===== src/cpuControlPkg.sv =====
// shared types and encodings for the multicycle RV32I-subset control unit
// only lw, sw, register and immediate ALU ops, beq and the all-zero nop are decoded
// select encodings must match the datapath multiplexers
package cpuControlPkg;

    // one state per cycle of the multicycle sequence
    typedef enum logic [3:0]
    {
        Fetch         = 4'd0,
        Decode        = 4'd1,
        MemAddr       = 4'd2,
        MemRead       = 4'd3,
        MemWriteBack  = 4'd4,
        MemStore      = 4'd5,
        ExecuteR      = 4'd6,
        ExecuteI      = 4'd7,
        AluWriteBack  = 4'd8,
        BranchCompare = 4'd9,
        BranchResolve = 4'd10,
        Error         = 4'd15
    } ctrlState;

    // major opcodes, bits [6:0] of the instruction
    typedef enum logic [6:0]
    {
        opLoad   = 7'b0000011,
        opStore  = 7'b0100011,
        opRType  = 7'b0110011,
        opIType  = 7'b0010011,
        opBranch = 7'b1100011,
        opNop    = 7'b0000000
    } opcode;

    // ALU operation codes as seen by the datapath ALU
    typedef enum logic [2:0]
    {
        aluAdd = 3'b000,
        aluSub = 3'b001,
        aluAnd = 3'b010,
        aluOr  = 3'b011,
        aluSlt = 3'b101
    } aluFunc;

    // common width of all multiplexer selects
    typedef logic [1:0] srcSel;

    // ALU operand A
    localparam srcSel srcAPc    = 2'b00;
    localparam srcSel srcAOldPc = 2'b01;
    localparam srcSel srcAReg   = 2'b10;

    // ALU operand B
    localparam srcSel srcBReg  = 2'b00;
    localparam srcSel srcBImm  = 2'b01;
    localparam srcSel srcBFour = 2'b10;

    // result bus source
    // resAluOut is the registered ALU output, resAluResult the live one
    localparam srcSel resAluOut    = 2'b00;
    localparam srcSel resData      = 2'b01;
    localparam srcSel resAluResult = 2'b10;

    // immediate extender format
    localparam srcSel immI = 2'b00;
    localparam srcSel immS = 2'b01;
    localparam srcSel immB = 2'b10;

    // funct7 patterns of the kept register ops
    localparam logic [6:0] funct7Base = 7'b0000000;
    localparam logic [6:0] funct7Alt  = 7'b0100000;

endpackage


===== src/aluDecoder.sv =====
// combinational ALU function decode from the held instruction fields
// shifts, xor and unsigned compares are reported as illegal
// opcodes other than register or immediate ALU ops decode to add and legal
`timescale 1ns/10ps

module aluDecoder
(
    input  cpuControlPkg::opcode  op,
    input  logic [2:0]            funct3,
    input  logic [6:0]            funct7,
    output cpuControlPkg::aluFunc aluFn,
    output logic                  aluLegal
);

    always_comb
    begin
        // safe defaults, also the answer for loads, stores, branches and nop
        aluFn    = cpuControlPkg::aluAdd;
        aluLegal = 1'b1;

        case (op)
            cpuControlPkg::opRType:
            begin
                case (funct3)
                    // add or sub, chosen by funct7
                    3'b000:
                    begin
                        if (funct7 == cpuControlPkg::funct7Base)
                        begin
                            aluFn = cpuControlPkg::aluAdd;
                        end
                        else if (funct7 == cpuControlPkg::funct7Alt)
                        begin
                            aluFn = cpuControlPkg::aluSub;
                        end
                        else
                        begin
                            aluLegal = 1'b0;
                        end
                    end
                    // slt
                    3'b010:
                    begin
                        aluFn    = cpuControlPkg::aluSlt;
                        aluLegal = (funct7 == cpuControlPkg::funct7Base);
                    end
                    // or
                    3'b110:
                    begin
                        aluFn    = cpuControlPkg::aluOr;
                        aluLegal = (funct7 == cpuControlPkg::funct7Base);
                    end
                    // and
                    3'b111:
                    begin
                        aluFn    = cpuControlPkg::aluAnd;
                        aluLegal = (funct7 == cpuControlPkg::funct7Base);
                    end
                    // sll, sltu, xor, srl/sra not supported
                    default:
                    begin
                        aluLegal = 1'b0;
                    end
                endcase
            end

            cpuControlPkg::opIType:
            begin
                // funct7 bits belong to the immediate here
                case (funct3)
                    3'b000:
                    begin
                        aluFn = cpuControlPkg::aluAdd;
                    end
                    3'b010:
                    begin
                        aluFn = cpuControlPkg::aluSlt;
                    end
                    3'b110:
                    begin
                        aluFn = cpuControlPkg::aluOr;
                    end
                    3'b111:
                    begin
                        aluFn = cpuControlPkg::aluAnd;
                    end
                    // slli, sltiu, xori, srli/srai
                    default:
                    begin
                        aluLegal = 1'b0;
                    end
                endcase
            end

            default:
            begin
                aluFn    = cpuControlPkg::aluAdd;
                aluLegal = 1'b1;
            end
        endcase
    end

endmodule


===== src/controlFsm.sv =====
// Moore FSM sequencing fetch, decode, execute, memory and write-back
// op must stay stable from the end of Fetch until the next Fetch
// memory data is assumed valid one cycle after the address, no wait states
// Error is sticky and only left through reset
`timescale 1ns/10ps

module controlFsm
(
    input  logic                  clk,
    input  logic                  reset,
    input  cpuControlPkg::opcode  op,
    input  cpuControlPkg::aluFunc aluFn,
    input  logic                  aluLegal,
    input  logic                  zero,
    output logic                  pcWrite,
    output logic                  adrSrc,
    output logic                  memWrite,
    output logic                  irWrite,
    output logic                  regWrite,
    output cpuControlPkg::srcSel  resultSrc,
    output cpuControlPkg::srcSel  aluSrcA,
    output cpuControlPkg::srcSel  aluSrcB,
    output cpuControlPkg::srcSel  immSrc,
    output cpuControlPkg::aluFunc aluControl,
    output logic                  trap
);

    cpuControlPkg::ctrlState state;
    cpuControlPkg::ctrlState nextState;

    // state register, reset lands directly in Fetch
    always_ff @(posedge clk or posedge reset)
    begin
        if (reset)
        begin
            state <= cpuControlPkg::Fetch;
        end
        else
        begin
            state <= nextState;
        end
    end

    // next-state logic
    always_comb
    begin
        nextState = cpuControlPkg::Error;

        case (state)
            cpuControlPkg::Fetch:
            begin
                nextState = cpuControlPkg::Decode;
            end

            cpuControlPkg::Decode:
            begin
                // opcode class picks the path
                // the decoder flag only matters for ALU ops
                case (op)
                    cpuControlPkg::opLoad,
                    cpuControlPkg::opStore:
                    begin
                        nextState = cpuControlPkg::MemAddr;
                    end
                    cpuControlPkg::opRType:
                    begin
                        nextState = aluLegal ? cpuControlPkg::ExecuteR : cpuControlPkg::Error;
                    end
                    cpuControlPkg::opIType:
                    begin
                        nextState = aluLegal ? cpuControlPkg::ExecuteI : cpuControlPkg::Error;
                    end
                    cpuControlPkg::opBranch:
                    begin
                        nextState = cpuControlPkg::BranchCompare;
                    end
                    // nop goes straight back to fetch
                    cpuControlPkg::opNop:
                    begin
                        nextState = cpuControlPkg::Fetch;
                    end
                    // jal and anything unknown
                    default:
                    begin
                        nextState = cpuControlPkg::Error;
                    end
                endcase
            end

            cpuControlPkg::MemAddr:
            begin
                if (op == cpuControlPkg::opLoad)
                begin
                    nextState = cpuControlPkg::MemRead;
                end
                else if (op == cpuControlPkg::opStore)
                begin
                    nextState = cpuControlPkg::MemStore;
                end
                else
                begin
                    nextState = cpuControlPkg::Error;
                end
            end

            cpuControlPkg::MemRead:
            begin
                nextState = cpuControlPkg::MemWriteBack;
            end

            cpuControlPkg::ExecuteR,
            cpuControlPkg::ExecuteI:
            begin
                nextState = cpuControlPkg::AluWriteBack;
            end

            cpuControlPkg::BranchCompare:
            begin
                nextState = cpuControlPkg::BranchResolve;
            end

            // last cycle of each instruction
            cpuControlPkg::MemWriteBack,
            cpuControlPkg::MemStore,
            cpuControlPkg::AluWriteBack,
            cpuControlPkg::BranchResolve:
            begin
                nextState = cpuControlPkg::Fetch;
            end

            // Error holds, unused encodings fall in here too
            default:
            begin
                nextState = cpuControlPkg::Error;
            end
        endcase
    end

    // Moore output decode
    // everything starts inactive, each state raises only what it needs
    always_comb
    begin
        pcWrite    = 1'b0;
        adrSrc     = 1'b0;
        memWrite   = 1'b0;
        irWrite    = 1'b0;
        regWrite   = 1'b0;
        resultSrc  = cpuControlPkg::resAluOut;
        aluSrcA    = cpuControlPkg::srcAPc;
        aluSrcB    = cpuControlPkg::srcBReg;
        immSrc     = cpuControlPkg::immI;
        aluControl = cpuControlPkg::aluAdd;
        trap       = 1'b0;

        case (state)
            // load instruction, pc + 4 straight onto the result bus
            cpuControlPkg::Fetch:
            begin
                pcWrite    = 1'b1;
                irWrite    = 1'b1;
                aluSrcA    = cpuControlPkg::srcAPc;
                aluSrcB    = cpuControlPkg::srcBFour;
                aluControl = cpuControlPkg::aluAdd;
                resultSrc  = cpuControlPkg::resAluResult;
            end

            // old pc + B immediate, kept in ALUOut for a later branch
            cpuControlPkg::Decode:
            begin
                aluSrcA    = cpuControlPkg::srcAOldPc;
                aluSrcB    = cpuControlPkg::srcBImm;
                immSrc     = cpuControlPkg::immB;
                aluControl = cpuControlPkg::aluAdd;
            end

            // rs1 + offset, immediate format depends on load or store
            cpuControlPkg::MemAddr:
            begin
                aluSrcA    = cpuControlPkg::srcAReg;
                aluSrcB    = cpuControlPkg::srcBImm;
                aluControl = cpuControlPkg::aluAdd;
                immSrc     = (op == cpuControlPkg::opStore) ? cpuControlPkg::immS
                                                            : cpuControlPkg::immI;
            end

            // address from ALUOut onto the memory port
            cpuControlPkg::MemRead:
            begin
                adrSrc    = 1'b1;
                resultSrc = cpuControlPkg::resAluOut;
            end

            cpuControlPkg::MemWriteBack:
            begin
                regWrite  = 1'b1;
                resultSrc = cpuControlPkg::resData;
            end

            cpuControlPkg::MemStore:
            begin
                adrSrc    = 1'b1;
                memWrite  = 1'b1;
                resultSrc = cpuControlPkg::resAluOut;
            end

            // rs1 op rs2
            cpuControlPkg::ExecuteR:
            begin
                aluSrcA    = cpuControlPkg::srcAReg;
                aluSrcB    = cpuControlPkg::srcBReg;
                aluControl = aluFn;
            end

            // rs1 op imm
            cpuControlPkg::ExecuteI:
            begin
                aluSrcA    = cpuControlPkg::srcAReg;
                aluSrcB    = cpuControlPkg::srcBImm;
                immSrc     = cpuControlPkg::immI;
                aluControl = aluFn;
            end

            cpuControlPkg::AluWriteBack:
            begin
                regWrite  = 1'b1;
                resultSrc = cpuControlPkg::resAluOut;
            end

            // rs1 - rs2, zero flag valid next cycle
            cpuControlPkg::BranchCompare:
            begin
                aluSrcA    = cpuControlPkg::srcAReg;
                aluSrcB    = cpuControlPkg::srcBReg;
                aluControl = cpuControlPkg::aluSub;
            end

            // ALUOut still holds the target from Decode
            cpuControlPkg::BranchResolve:
            begin
                pcWrite   = zero;
                resultSrc = cpuControlPkg::resAluOut;
            end

            default:
            begin
                trap = 1'b1;
            end
        endcase
    end

endmodule


===== src/controller.sv =====
// top of the multicycle control unit, decoder beside the FSM
// op, funct3 and funct7 come from the instruction register and must stay stable
// all outputs are plain levels, no handshake with the datapath
`timescale 1ns/10ps

module controller
(
    input  logic                  clk,
    input  logic                  reset,
    input  logic [6:0]            op,
    input  logic [2:0]            funct3,
    input  logic [6:0]            funct7,
    input  logic                  zero,
    output logic                  pcWrite,
    output logic                  adrSrc,
    output logic                  memWrite,
    output logic                  irWrite,
    output logic                  regWrite,
    output cpuControlPkg::srcSel  resultSrc,
    output cpuControlPkg::srcSel  aluSrcA,
    output cpuControlPkg::srcSel  aluSrcB,
    output cpuControlPkg::srcSel  immSrc,
    output cpuControlPkg::aluFunc aluControl,
    output logic                  trap
);

    cpuControlPkg::aluFunc aluFn;
    logic                  aluLegal;

    // raw opcode bits viewed as the opcode type, unknown values pass through
    aluDecoder aluDec
    (
        .op       (cpuControlPkg::opcode'(op)),
        .funct3   (funct3),
        .funct7   (funct7),
        .aluFn    (aluFn),
        .aluLegal (aluLegal)
    );

    controlFsm fsm
    (
        .clk        (clk),
        .reset      (reset),
        .op         (cpuControlPkg::opcode'(op)),
        .aluFn      (aluFn),
        .aluLegal   (aluLegal),
        .zero       (zero),
        .pcWrite    (pcWrite),
        .adrSrc     (adrSrc),
        .memWrite   (memWrite),
        .irWrite    (irWrite),
        .regWrite   (regWrite),
        .resultSrc  (resultSrc),
        .aluSrcA    (aluSrcA),
        .aluSrcB    (aluSrcB),
        .immSrc     (immSrc),
        .aluControl (aluControl),
        .trap       (trap)
    );

endmodule


===== config.mk =====
export PLATFORM = sky130hd
export DESIGN_NAME = controller
export DESIGN_NICKNAME = d
export VERILOG_FILES = /design/src/cpuControlPkg.sv /design/src/aluDecoder.sv /design/src/controlFsm.sv /design/src/controller.sv
export SDC_FILE = /design/constraint.sdc
export NUM_CORES = 1
export LEC_CHECK = 0
export ABC_AREA = 1
export BUFFER_PORTS_ARGS = -buffer_cell sky130_fd_sc_hd__clkbuf_2
export CORE_MARGIN = 10
export CORE_UTILIZATION = 39
export CTS_BUF_LIST = sky130_fd_sc_hd__clkbuf_4 sky130_fd_sc_hd__clkbuf_8 sky130_fd_sc_hd__clkbuf_16
export DETAILED_ROUTE_END_ITERATION = 10
export GPL_TIMING_DRIVEN = 0
export PLACE_DENSITY = 0.84
export SETUP_SLACK_MARGIN = 0.5
export SLEW_MARGIN = 20
export SYNTH_ARGS = -nofsm -noshare
export SYNTH_HDL_FRONTEND = slang
export SYNTH_SLANG_ARGS = --single-unit

===== constraint.sdc =====
create_clock -name clk -period 1.1 [get_ports clk]
set_input_delay 0.11 -clock clk [delete_from_list [all_inputs] [get_ports clk]]
set_output_delay 0.11 -clock clk [all_outputs]
set_load 0.01 [all_outputs]

==> impl_metrics.json <==
{
  "drtAntennaViolNets": 0,
  "die_h_um": 61.32,
  "cp-start-kind": "flip-flop",
  "fmax_mhz": 666.1,
  "finalSetupTns_ns": -6.195,
  "path_max_fanout": 5,
  "numCtsBuffers": 3,
  "hold_path.class": "in2reg",
  "worstHoldStart": "op[5]",
  "grt.overflow.total": 0,
  "vdd_drop_max_mv": 1.053,
  "outcome": "complete, but fails checks",
  "diodes": 0,
  "die_area_um2": 3760,
  "cap_viol_max_count": 0,
  "ys.flop_type": "dfrtp_1",
  "violations": "setup timing",
  "powerDensity_nw_per_um2": 2330,
  "ys_warn_count": 0,
  "dpl_cell_area_um2": 905.9,
  "final_util_pct": 74.32,
  "netlist_area_um2": 665.6,
  "routabilityCongestion": 0.8970,
  "worstReg2RegEnd": "fsm.state[1]$_DFF_PP0_",
  "top_register": "fsm.state",
  "whs_path_depth": 3,
  "hold_viol_final": 0,
  "vias": 892,
  "cts.root.buffer_cell": "clkbuf_4",
  "drtPass1Iterations": 4,
  "core_area_um2": 1559,
  "grt_usage_pct": 11.26,
  "fill_cells": 137,
  "route.detailed.drc": 0,
  "wl_um": 2257,
  "clkTransAtPathRegs_ns": 0.04,
  "worstSkewPairLatency_ns": 0.24,
  "r2r-start": "fsm.state[2]$_DFF_PP0_",
  "relSlewSlack_pct": 81.88,
  "grt_max_degree": 6,
  "ff2ff_path_depth": 7,
  "finalWorstSetupSlack_ns": -0.4012,
  "initial_utilization_pct": 42.70,
  "viasPerCell": 4.822,
  "port_buffers": 36,
  "grt_pass1_wl_um": 3374,
  "clock_sinks": 4,
  "ios": 37,
  "worstSetupPathType": "reg2out",
  "rsz0062_at_grt": "yes",
  "p_leak_nw": 0.6348,
  "syn_avg_cell_area_um2": 5.788,
  "ys_ff_latch": 4,
  "fin_nets": 190,
  "yosysSeqAreaShare_pct": 15.04,
  "wire_per_inst_um": 12.20,
  "total_power_mw": 2.700,
  "placementRows": 14,
  "dp.cells": 167,
  "end_kind": "output port",
  "min_to": "fsm.state[2]$_DFF_PP0_",
  "reg.largest.list": "fsm.state x4",
  "antenna_found_initial": 0,
  "async_flop_share_pct": 100.0,
  "areaGrowthSynthToFinish_pct": 74.06,
  "netlist_instances": 115,
  "final_cells": 185,
  "layout-drive-gt1-share_pct": 60.36,
  "design_area_um2": 1159,
  "largest_reg_flops": 4,
  "arrival_ns": 1.39,
  "synth.distinct_cells": 27,
  "rrSetupSlack_ns": -0.23,
  "critPathRequiredTime_ns": 0.99,
  "finalCritPeriodShare_pct": 136.5,
  "hpwl_um": 1737,
  "skew_ns": 0.005159,
  "cts_tree": "yes",
  "drt_iter0_markers": 8,
  "grt_pass1_vias": 888,
  "synth_fp_nets": 135,
  "period_needed_ns": 1.501,
  "setup_viol": 21,
  "slew_viol_final": 0,
  "clk_path_buf_depth": 2,
  "synth_edf_count": 0,
  "die_x_um": 61.32,
  "h-tree-depth": 1,
  "worstMarginPinSlew_ns": 0.2696
}
## how the worst max path moves through the flow
stage | slack [ns] | end | from
CTS | -0.38 | aluControl[0] | fsm.state[3]$_DFF_PP0_
finish | -0.40 | aluSrcB[0] | fsm.state[2]$_DFF_PP0_
global placement | -0.16 | aluControl[2] | fsm.state[2]$_DFF_PP0_
global route | -0.48 | aluControl[0] | fsm.state[3]$_DFF_PP0_
detailed placement | -0.21 | aluControl[2] | fsm.state[2]$_DFF_PP0_
floorplan | -0.04 | aluControl[0] | fsm.state[1]$_DFF_PP0_
## metrics by stage
step	hold slack, ns	setup slack [ns]
3_5_place_dp	-0.02673	-0.2050
3_3_place_gp	-0.03001	-0.1615
4_1_cts	0.2626	-0.3814
6_report	0.2511	-0.4012
2_1_floorplan	-0.1240	-0.04198
5_1_grt	0.2798	-0.4755
## cells in the final DEF, fill, tap and decap left out
| cell type | synthesis | final |
|---|---|---|
| nand2_1 | 29 | 27 |
| clkbuf_2 | 0 | 21 |
| inv_1 | 15 | 13 |
| buf_4 | 2 | 11 |
| buf_2 | 0 | 10 |
| inv_2 | 10 | 9 |
| buf_6 | 0 | 9 |
| nor2_4 | 2 | 8 |
| nor2_1 | 11 | 6 |
| nand3_1 | 6 | 6 |
| o21ai_0 | 4 | 4 |
| clkbuf_4 | 0 | 4 |
| dfrtp_2 | 0 | 4 |
| nand2_4 | 1 | 3 |
| a21oi_2 | 3 | 3 |
| nor2_2 | 4 | 3 |
| nand2_2 | 3 | 3 |
| nor3_2 | 1 | 3 |
| nand3_2 | 3 | 3 |
| inv_4 | 0 | 2 |
| nor3_1 | 4 | 2 |
| a21oi_1 | 3 | 2 |
| inv_6 | 0 | 1 |
| and2b_2 | 1 | 1 |
| clkinv_1 | 1 | 1 |
| a21oi_4 | 0 | 1 |
| nor4_2 | 1 | 1 |
| a21boi_2 | 1 | 1 |
| nand4_1 | 1 | 1 |
| o2111ai_1 | 1 | 1 |
| nor4_4 | 0 | 1 |
| a31o_1 | 1 | 1 |
| o21ai_1 | 1 | 1 |
| o22ai_1 | 1 | 1 |
| dlygate4sd3_1 | 0 | 1 |
## cell type report
class	instances	area, um2	area share (%)
Tap cell	16	20.02	1.728
Inverter	26	107.6	9.287
Timing Repair Buffer	50	326.6	28.19
Clock buffer	4	30.03	2.592
Buffer	2	22.52	1.944
Sequential cell	4	105.1	9.071
Multi-Input combinational cell	83	546.8	47.19
## worst max-delay path, stage by stage, from the launching register on
cell     delay, ns
dfrtp_2       0.43
buf_4         0.16
nor2_4        0.11
inv_4         0.07
nor2_4        0.17
a21oi_2       0.04
nand2_1       0.05
buf_2         0.12
## timing repair
action,CTS,global route
resized for setup,10,33
pin swaps,6,5
buffers inserted,7,6
hold endpoints to repair,4,0
hold buffers,1,0
endpoints found under the setup margin,21,21
## layer usage
layer	GRT usage [%]	wire (um)	vias up
met4	4.560	0	0
li1	-	-	467
met5	0	0	-
met1	10.84	851	398
met2	21.60	1233	27
met3	3.498	172	0
## cells by family after synthesis
| group | count (synthesis) | share of synthesized area, % |
|---|---|---|
| and+or+nand+nor | 68 | 52.82 |
| buffers and inverters | 28 | 16.92 |
| AOI/OAI and AO/OA | 15 | 15.23 |
| DFF | 4 | 15.04 |
## synth_stat cells, types with 2 or more instances
cell type | count | share of area, %
nand2_1 | 29 | 16
inv_1 | 15 | 8.5
nor2_1 | 11 | 6.2
inv_2 | 10 | 5.6
nand3_1 | 6 | 4.5
dfrtp_1 | 4 | 15
nor2_2 | 4 | 3.8
nor3_1 | 4 | 3.0
o21ai_0 | 4 | 3.0
a21oi_1 | 3 | 2.3
a21oi_2 | 3 | 3.9
nand2_2 | 3 | 2.8
nand3_2 | 3 | 4.5
buf_4 | 2 | 2.3
nor2_4 | 2 | 3.4
## power breakdown
part | internal [mW] | switching (mW) | total, mW | leakage, nW
logic | 0.961 | 1.12 | 2.08 | 0.573
clock network | 0.161 | 0.0670 | 0.228 | 0.0184
registers | 0.246 | 0.145 | 0.390 | 0.0433
Power figures use the tool's default switching activity.
